--- src/logic/mem_sys_pkg.sv ---
// Package with the data width, byte count, word and address types, and AXI-Lite codes.
`default_nettype none

package mem_sys_pkg;

	// Data and address width.
	localparam int XLEN = 32;

	// Bytes per word.
	localparam int BYTES = XLEN / 8;

	// One data word.
	typedef logic [XLEN-1:0] data_t;

	// Byte address, the low two bits select a byte lane.
	typedef logic [XLEN-1:0] addr_t;

	// Byte enables, one per lane, bit 0 for data bits 7:0.
	typedef logic [BYTES-1:0] be_t;

	// AXI response code for a normal access.
	localparam logic [1:0] AXI_OKAY = 2'b00;

	// Unprivileged, secure, data access.
	localparam logic [2:0] AXI_PROT_NONE = 3'b000;

endpackage : mem_sys_pkg

`default_nettype wire

--- src/logic/axil_if.sv ---
// AXI-Lite interface with its five channels and master, slave and monitor modports.
`timescale 1ns/1ps
`default_nettype none

interface axil_if (
	input logic clk,
	input logic rst_n
);
	import mem_sys_pkg::*;

	// Write address channel.
	addr_t awaddr;
	logic [2:0] awprot;
	logic awvalid;
	logic awready;

	// Write data channel.
	data_t wdata;
	be_t wstrb;
	logic wvalid;
	logic wready;

	// Write response channel.
	logic [1:0] bresp;
	logic bvalid;
	logic bready;

	// Read address channel.
	addr_t araddr;
	logic [2:0] arprot;
	logic arvalid;
	logic arready;

	// Read data channel.
	data_t rdata;
	logic [1:0] rresp;
	logic rvalid;
	logic rready;

	modport master (
		input clk, rst_n,
		output awaddr, awprot, awvalid, wdata, wstrb, wvalid, bready,
		output araddr, arprot, arvalid, rready,
		input awready, wready, bresp, bvalid, arready, rdata, rresp, rvalid
	);

	modport slave (
		input clk, rst_n,
		input awaddr, awprot, awvalid, wdata, wstrb, wvalid, bready,
		input araddr, arprot, arvalid, rready,
		output awready, wready, bresp, bvalid, arready, rdata, rresp, rvalid
	);

	modport mon (
		input clk, rst_n,
		input awaddr, awprot, awvalid, awready, wdata, wstrb, wvalid, wready,
		input bresp, bvalid, bready, araddr, arprot, arvalid, arready,
		input rdata, rresp, rvalid, rready
	);

endinterface : axil_if

`default_nettype wire

--- src/logic/mem_sys_axil.sv ---
// Bridge FSM from the core request port to an AXI-Lite master.
`timescale 1ns/1ps
`default_nettype none

module mem_sys_axil (
	input logic clk,
	input logic rst_n,

	input mem_sys_pkg::addr_t addr,
	input mem_sys_pkg::data_t data_in,
	input logic wr,
	input logic rd,
	input logic valid,
	input mem_sys_pkg::be_t be,

	output mem_sys_pkg::data_t data_out,
	output logic done,

	axil_if.master axil
);
	import mem_sys_pkg::*;

	typedef enum logic [1:0] {
		IDLE,
		READ,
		WRITE
	} state_t;

	state_t state;

	// Request captured on acceptance.
	addr_t req_addr;
	data_t req_data;
	be_t req_be;

	// Per-channel completion flags.
	logic aw_done;
	logic w_done;
	logic ar_done;

	logic accept;
	logic aw_hs;
	logic w_hs;
	logic b_hs;
	logic ar_hs;
	logic r_hs;

	// Requests are only taken while idle.
	assign accept = (state == IDLE) && valid && (wr || rd);

	assign aw_hs = axil.awvalid && axil.awready;
	assign w_hs = axil.wvalid && axil.wready;
	assign b_hs = axil.bvalid && axil.bready;
	assign ar_hs = axil.arvalid && axil.arready;
	assign r_hs = axil.rvalid && axil.rready;

	always_ff @(posedge clk) begin
		if (accept) begin
			req_addr <= addr;
			req_data <= data_in;
			req_be <= be;
		end
	end

	always_ff @(posedge clk or negedge rst_n) begin
		if (!rst_n) begin
			state <= IDLE;
			aw_done <= 1'b0;
			w_done <= 1'b0;
			ar_done <= 1'b0;
			done <= 1'b0;
			data_out <= '0;
		end else begin
			done <= 1'b0;
			case (state)
				IDLE: begin
					// Write wins when both are set.
					if (accept) begin
						state <= wr ? WRITE : READ;
					end
				end
				WRITE: begin
					if (aw_hs) begin
						aw_done <= 1'b1;
					end
					if (w_hs) begin
						w_done <= 1'b1;
					end
					if (b_hs) begin
						aw_done <= 1'b0;
						w_done <= 1'b0;
						done <= 1'b1;
						state <= IDLE;
					end
				end
				READ: begin
					if (ar_hs) begin
						ar_done <= 1'b1;
					end
					if (r_hs) begin
						ar_done <= 1'b0;
						data_out <= axil.rdata;
						done <= 1'b1;
						state <= IDLE;
					end
				end
				default: begin
					state <= IDLE;
				end
			endcase
		end
	end

	// AW and W run independently, B opens once both are through.
	assign axil.awaddr = req_addr;
	assign axil.awprot = AXI_PROT_NONE;
	assign axil.awvalid = (state == WRITE) && !aw_done;
	assign axil.wdata = req_data;
	assign axil.wstrb = req_be;
	assign axil.wvalid = (state == WRITE) && !w_done;
	assign axil.bready = (state == WRITE) && aw_done && w_done;

	assign axil.araddr = req_addr;
	assign axil.arprot = AXI_PROT_NONE;
	assign axil.arvalid = (state == READ) && !ar_done;
	assign axil.rready = (state == READ) && ar_done;

	// Request valids hold until the target takes them.
	a_aw_hold: assert property (@(posedge clk) disable iff (!rst_n)
		(axil.awvalid && !axil.awready) |=> axil.awvalid);
	a_w_hold: assert property (@(posedge clk) disable iff (!rst_n)
		(axil.wvalid && !axil.wready) |=> axil.wvalid);
	a_ar_hold: assert property (@(posedge clk) disable iff (!rst_n)
		(axil.arvalid && !axil.arready) |=> axil.arvalid);

	// Done only in the first idle cycle after an operation.
	a_done_return: assert property (@(posedge clk) disable iff (!rst_n)
		done |-> (state == IDLE) && ($past(state) != IDLE));

	// Responses are dropped here, so the target must only answer OKAY.
	a_resp_okay: assert property (@(posedge clk) disable iff (!rst_n)
		(b_hs || r_hs) |-> ((b_hs ? axil.bresp : axil.rresp) == AXI_OKAY));

endmodule : mem_sys_axil

`default_nettype wire

--- src/logic/axil_sram.sv ---
// AXI-Lite slave word memory with byte strobes and a delayed ready on each request channel.
`timescale 1ns/1ps
`default_nettype none

module axil_sram #(
	parameter int MEM_AWORDS = 6,
	parameter int READY_DELAY = 2
) (
	axil_if.slave axil
);
	import mem_sys_pkg::*;

	localparam int DEPTH = 1 << MEM_AWORDS;
	localparam int CW = (READY_DELAY > 0) ? $clog2(READY_DELAY + 1) : 1;
	localparam logic [CW-1:0] DELAY = CW'(READY_DELAY);

	// Channel slots in the ready logic.
	localparam int CH_AW = 0;
	localparam int CH_W = 1;
	localparam int CH_AR = 2;

	data_t mem [DEPTH];

	logic [2:0] chan_valid;
	logic [2:0] chan_open;
	logic [2:0] chan_ready;
	logic [CW-1:0] wait_cnt [3];

	logic aw_got;
	logic w_got;
	logic bvalid_q;
	logic rvalid_q;
	data_t rdata_q;

	// Held halves of a write whose partner is still missing.
	logic [MEM_AWORDS-1:0] aw_idx_q;
	data_t w_data_q;
	be_t w_strb_q;

	logic aw_take;
	logic w_take;
	logic ar_take;
	logic wr_fire;
	logic [MEM_AWORDS-1:0] wr_idx;
	data_t wr_data;
	be_t wr_strb;

	assign chan_valid = {axil.arvalid, axil.wvalid, axil.awvalid};

	// No new request while its response is still pending.
	assign chan_open = {!rvalid_q, !w_got && !bvalid_q, !aw_got && !bvalid_q};

	always_comb begin
		for (int i = 0; i < 3; i++) begin
			chan_ready[i] = chan_valid[i] && chan_open[i] && (wait_cnt[i] == DELAY);
		end
	end

	always_ff @(posedge axil.clk or negedge axil.rst_n) begin
		if (!axil.rst_n) begin
			for (int i = 0; i < 3; i++) begin
				wait_cnt[i] <= '0;
			end
		end else begin
			for (int i = 0; i < 3; i++) begin
				if (!(chan_valid[i] && chan_open[i]) || chan_ready[i]) begin
					wait_cnt[i] <= '0;
				end else begin
					wait_cnt[i] <= wait_cnt[i] + 1'b1;
				end
			end
		end
	end

	assign axil.awready = chan_ready[CH_AW];
	assign axil.wready = chan_ready[CH_W];
	assign axil.arready = chan_ready[CH_AR];

	assign aw_take = chan_ready[CH_AW];
	assign w_take = chan_ready[CH_W];
	assign ar_take = chan_ready[CH_AR];

	// Write goes in on the edge the second half arrives.
	assign wr_fire = (aw_got || aw_take) && (w_got || w_take);
	assign wr_idx = aw_take ? axil.awaddr[MEM_AWORDS+1:2] : aw_idx_q;
	assign wr_data = w_take ? axil.wdata : w_data_q;
	assign wr_strb = w_take ? axil.wstrb : w_strb_q;

	always_ff @(posedge axil.clk) begin
		if (aw_take) begin
			aw_idx_q <= axil.awaddr[MEM_AWORDS+1:2];
		end
		if (w_take) begin
			w_data_q <= axil.wdata;
			w_strb_q <= axil.wstrb;
		end
		if (ar_take) begin
			rdata_q <= mem[axil.araddr[MEM_AWORDS+1:2]];
		end
	end

	always_ff @(posedge axil.clk or negedge axil.rst_n) begin
		if (!axil.rst_n) begin
			for (int i = 0; i < DEPTH; i++) begin
				mem[i] <= '0;
			end
		end else if (wr_fire) begin
			for (int b = 0; b < BYTES; b++) begin
				if (wr_strb[b]) begin
					mem[wr_idx][8*b +: 8] <= wr_data[8*b +: 8];
				end
			end
		end
	end

	always_ff @(posedge axil.clk or negedge axil.rst_n) begin
		if (!axil.rst_n) begin
			aw_got <= 1'b0;
			w_got <= 1'b0;
			bvalid_q <= 1'b0;
			rvalid_q <= 1'b0;
		end else begin
			if (wr_fire) begin
				aw_got <= 1'b0;
				w_got <= 1'b0;
				bvalid_q <= 1'b1;
			end else begin
				if (aw_take) begin
					aw_got <= 1'b1;
				end
				if (w_take) begin
					w_got <= 1'b1;
				end
				if (bvalid_q && axil.bready) begin
					bvalid_q <= 1'b0;
				end
			end
			if (ar_take) begin
				rvalid_q <= 1'b1;
			end else if (rvalid_q && axil.rready) begin
				rvalid_q <= 1'b0;
			end
		end
	end

	assign axil.bvalid = bvalid_q;
	assign axil.bresp = AXI_OKAY;
	assign axil.rvalid = rvalid_q;
	assign axil.rdata = rdata_q;
	assign axil.rresp = AXI_OKAY;

	// Responses wait for the master, read data with them.
	a_b_hold: assert property (@(posedge axil.clk) disable iff (!axil.rst_n)
		(bvalid_q && !axil.bready) |=> bvalid_q);
	a_r_hold: assert property (@(posedge axil.clk) disable iff (!axil.rst_n)
		(rvalid_q && !axil.rready) |=> rvalid_q && $stable(rdata_q));

endmodule : axil_sram

`default_nettype wire

--- src/logic/mem_sys_top.sv ---
// Top level joining the request bridge and the AXI-Lite word memory.
`timescale 1ns/1ps
`default_nettype none

module mem_sys_top #(
	parameter int MEM_AWORDS = 6,
	parameter int READY_DELAY = 2
) (
	input logic clk,
	input logic rst_n,

	input mem_sys_pkg::addr_t addr,
	input mem_sys_pkg::data_t data_in,
	input logic wr,
	input logic rd,
	input logic valid,
	input mem_sys_pkg::be_t be,

	output mem_sys_pkg::data_t data_out,
	output logic done
);

	// Bus between bridge and memory.
	axil_if axil_bus (
		.clk(clk),
		.rst_n(rst_n)
	);

	mem_sys_axil bridge_inst (
		.clk(clk),
		.rst_n(rst_n),
		.addr(addr),
		.data_in(data_in),
		.wr(wr),
		.rd(rd),
		.valid(valid),
		.be(be),
		.data_out(data_out),
		.done(done),
		.axil(axil_bus.master)
	);

	axil_sram #(
		.MEM_AWORDS(MEM_AWORDS),
		.READY_DELAY(READY_DELAY)
	) sram_inst (
		.axil(axil_bus.slave)
	);

endmodule : mem_sys_top

`default_nettype wire

--- config.mk ---
export PLATFORM = sky130hd
export DESIGN_NAME = mem_sys_top
export DESIGN_NICKNAME = d
export VERILOG_FILES = /design/src/logic/mem_sys_pkg.sv /design/src/logic/axil_if.sv /design/src/logic/mem_sys_axil.sv /design/src/logic/axil_sram.sv /design/src/logic/mem_sys_top.sv
export SDC_FILE = /design/constraint.sdc
export NUM_CORES = 2
export LEC_CHECK = 0
export ABC_AREA = 0
export BUFFER_PORTS_ARGS = -buffer_cell sky130_fd_sc_hd__buf_4
export CORE_UTILIZATION = 49
export CTS_BUF_LIST = sky130_fd_sc_hd__clkbuf_4 sky130_fd_sc_hd__clkbuf_8 sky130_fd_sc_hd__clkbuf_16
export CTS_CLUSTER_DIAMETER = 40
export DETAILED_ROUTE_END_ITERATION = 12
export GPL_ROUTABILITY_DRIVEN = 0
export PLACE_DENSITY_LB_ADDON = 0.2
export SETUP_SLACK_MARGIN = 0.05
export SLEW_MARGIN = 30
export SYNTH_ARGS = -nofsm -noshare
export SYNTH_HDL_FRONTEND = slang
export SYNTH_HIERARCHICAL = 1
export SYNTH_SLANG_ARGS = --single-unit
--- constraint.sdc ---
create_clock -name clk -period 3.5 [get_ports clk]
set_input_delay 0.35 -clock clk [delete_from_list [all_inputs] [get_ports clk]]
set_output_delay 0.35 -clock clk [all_outputs]
set_load 0.005 [all_outputs]
==> impl_metrics.tcl <==
set metrics [dict create \
    crit_path_start_kind "flip-flop" \
    run_status "finished clean" \
    timing.final.crit_period_ns 3.28 \
    globalRouteTotalUtil 0.271 \
    wl_um 273000 \
    num_io_pins 106 \
    timing.critical_path.fanout_max 13 \
    drv.max_cap_violation_count 0 \
    cts_tree "built" \
    clockBufferDepth 4 \
    hold_viol 0 \
    areaGrowthSynthToFinish_pct 22.0 \
    final_layout_size_suffix_gt1_frac 0.582 \
    vias 58513 \
    timing.max_slew.rel_slack 0.335 \
    comb_power_share 0.127 \
    coreArea_mm2 0.201 \
    setup.worst_path.end_class "flip-flop" \
    finalInstanceArea_mm2 0.121 \
    finalCritPeriodShare 0.936 \
    grt_start_max_net_pins 149 \
    cts_root_buffer "sky130_fd_sc_hd__clkbuf_16" \
    most_frequent_cell_on_critical_path "sky130_fd_sc_hd__buf_4" \
    crit_chain "inv_2, ha_4, nor2b_2, buf_4, nor2b_1, a21o_1, buf_4, nand4_2, buf_4, nor2_2, buf_12, mux2_2" \
    cp_data_required_time_ns 4.26 \
    first_global_vias 62336 \
    syn-cell-area_mm2 0.0993 \
    grt_antenna_before_repair 20 \
    cp_top_family "buffers and inverters" \
    max_clock_freq_ghz 0.305 \
    timing.hold.worst.class "primary input to asynchronous set/reset pin" \
    critPathMaxStageDelay_ns 0.55 \
    postSynthCellCount 6224 \
    place.detailed.hpwl_um 178000 \
    antenna_left 0 \
    rsz0062_at_grt "false" \
    power.ir.vdd_worst_mv 0.573 \
    power.clock.fraction 0.499 \
    drt_iter0_drc 4197 \
    htree_num_levels 5 \
    power.static_leakage_nw 58.5 \
    seq_power_share 0.374 \
    finalClockSkew_ns 0.0671 \
    layout.area.seq_mm2 0.0555 \
    initial_utilization 0.495 \
    grt_overflow 0 \
    power_per_cell_area_mw_per_mm2 581 \
    crit_slowest_cell "sky130_fd_sc_hd__a21o_1" \
    finalPower_mw 70.3 \
    post_synth.cell_area_avg_um2 16.0 \
    cp.arrival_ns 4.03 \
    ys_warnings 6 \
    clkSlewWorstSetupHoldPaths_ns 0.06 \
    cts_num_sinks 2212 \
    grt_first_pass_wirelength_um 414000 \
    cellInternalPower_mw 51.4 \
    detail_route.drc_violations 0 \
    multiInputGateArea_mm2 0.0420 \
    setup_viol_count_final 0 \
    syn-num-nets 6303 \
    placed_area_mm2 0.109 \
    placementRows 164 \
    switchingPower_mw 18.9 \
    worst-slew-pin-transition_ns 0.998 \
    setup.worst_path.class "flip-flop to flip-flop" \
    drt_first_pass_iters 5 \
    maxSlewViolCount 0 \
    fp.dieArea_mm2 0.205 \
    worst-path-buf-inv 5 \
    n_fill_cell 15092 \
    worst_skew_pair.late_latency_ns 0.94 \
    drt-wirelength-per-cell_um 28.0 \
    die_height_um 452 \
    p_sw_frac 0.269 \
    via_per_inst 5.99 \
    nNetsFinal 6912 \
    cts_made_buffers 341 \
    die_width_um 452 \
    io_port_bufs 79 \
]
flip-flops by register name (all words and copies together), names as in the netlist, 2 cells and up:
| register | flops |
|---|---|
| sram_inst/w_strb_q | 4 |
| sram_inst/axil.rdata | 32 |
| sram_inst/w_data_q | 32 |
| bridge_inst/state | 2 |
| bridge_inst/data_out | 32 |
| sram_inst/mem | 2048 |
| bridge_inst/axil.wstrb | 4 |
| bridge_inst/axil.wdata | 32 |
| bridge_inst/axil.araddr | 6 |
| sram_inst/wait_cnt | 6 |
| sram_inst/aw_idx_q | 6 |
cell type report:
| class | count | area share |
|---|---|---|
| sequential | 2212 | 0.458 |
| multi-input combinational | 3529 | 0.346 |
| clock buffer | 398 | 0.0766 |
| timing repair buffer | 736 | 0.0692 |
| tap | 2656 | 0.0274 |
| clock inverter | 212 | 0.0218 |
| inverter | 13 | 0.000403 |
| antenna | 6 | 0.000124 |
final timing paths:
kind | startpoint | cells after the start | slack, ns | to
max | bridge_inst/state[0] | 12 | 0.22 | sram_inst/mem[17]
min | rst_n | 2 | 0.03 | sram_inst/mem[146]
max reg2reg | bridge_inst/state[0] | 12 | 0.22 | sram_inst/mem[17]
min reg2reg | sram_inst/wait_cnt[4] | 1 | 0.43 | sram_inst/wait_cnt[4]
max in group asynchronous | rst_n | 3 | 2.15 | sram_inst/mem[152]
min in group clk | data_in[11] | 2 | 0.13 | bridge_inst/axil.wdata[11]
metrics by stage:
| step | setup slack [ns] | utilization | hold WS [ns] | cells | setup TNS, ns |
|---|---|---|---|---|---|
| finish | 0.223 | 0.604 | 0.0254 | 9762 | 0 |
| global route | 0.0769 | 0.604 | 0.0319 | 9758 | 0 |
| floorplan | 0.108 | - | 0.0544 | 6224 | 0 |
| detailed placement | -0.254 | 0.542 | 0.330 | 9098 | -8.16 |
| global placement | -0.294 | 0.542 | 0.322 | 9098 | -7.69 |
| CTS | 0.0755 | 0.604 | 0.0300 | 9755 | 0 |
layout by cell type, fill, tap and decap left out, types with 19 or more instances in the layout:
cell type                          n
sky130_fd_sc_hd__a21oi_1          24
sky130_fd_sc_hd__buf_12          217
sky130_fd_sc_hd__buf_4           471
sky130_fd_sc_hd__bufinv_16        45
sky130_fd_sc_hd__clkbuf_16       352
sky130_fd_sc_hd__clkbuf_4         26
sky130_fd_sc_hd__clkbuf_8         20
sky130_fd_sc_hd__clkinv_2         38
sky130_fd_sc_hd__clkinv_4         34
sky130_fd_sc_hd__clkinvlp_4       36
sky130_fd_sc_hd__dfrtp_1        2096
sky130_fd_sc_hd__dfxtp_1          42
sky130_fd_sc_hd__dlygate4sd3_1    46
sky130_fd_sc_hd__edfxtp_1         74
sky130_fd_sc_hd__inv_6            41
sky130_fd_sc_hd__mux2_1           31
sky130_fd_sc_hd__mux2_2         2052
sky130_fd_sc_hd__mux2_4           53
sky130_fd_sc_hd__mux2i_1          74
sky130_fd_sc_hd__mux4_2          518
sky130_fd_sc_hd__nand2_1         143
sky130_fd_sc_hd__nand2_2          29
sky130_fd_sc_hd__nand2_4          29
sky130_fd_sc_hd__nand2b_1         23
sky130_fd_sc_hd__nand3_1          33
sky130_fd_sc_hd__nor2_1           50
sky130_fd_sc_hd__nor2_2           67
sky130_fd_sc_hd__nor4_1           34
sky130_fd_sc_hd__o21ai_0          19
sky130_fd_sc_hd__o22ai_1         130
power groups by stage:
stage | Combinational [mW] | Clock, mW | Sequential (mW)
final | 8.93 | 35.1 | 26.3
after global routing | 9.38 | 36.7 | 26.3
after CTS | 8.99 | 35.7 | 26.3
after detailed placement | 8.90 | 0 | 26.7
after global placement | 8.84 | 0 | 26.7
after floorplan | 4.35 | 0 | 26.6
worst register-to-register path: stages (launching register included):
cell                      delay [ns]
sky130_fd_sc_hd__dfrtp_1        0.39
sky130_fd_sc_hd__inv_2          0.10
sky130_fd_sc_hd__ha_4           0.17
sky130_fd_sc_hd__nor2b_2        0.16
sky130_fd_sc_hd__buf_4          0.12
sky130_fd_sc_hd__nor2b_1        0.29
sky130_fd_sc_hd__a21o_1         0.55
sky130_fd_sc_hd__buf_4          0.24
sky130_fd_sc_hd__nand4_2        0.08
sky130_fd_sc_hd__buf_4          0.23
sky130_fd_sc_hd__nor2_2         0.25
sky130_fd_sc_hd__buf_12         0.17
sky130_fd_sc_hd__mux2_2         0.34
layer usage:
metal | global-route usage | share of wire | up-vias
met3 | 0.0441 | 0.053 | 479
met1 | 0.395 | 0.45 | 31773
met4 | 0.0860 | 0.031 | 6
met5 | 0 | 0.00014 | -
li1 | - | - | 24760
met2 | 0.419 | 0.47 | 1495
repair_timing:
action                                  in CTS  in global routing
pin swaps                                    4                  1
buffers inserted                             1                  1
endpoints found under the setup margin     775                791
endpoints found under the hold margin      756                  0
resized for setup                            3                  4
hold buffers                                46                  0
cloned                                       0                  0
Power figures use the tool's default switching activity.
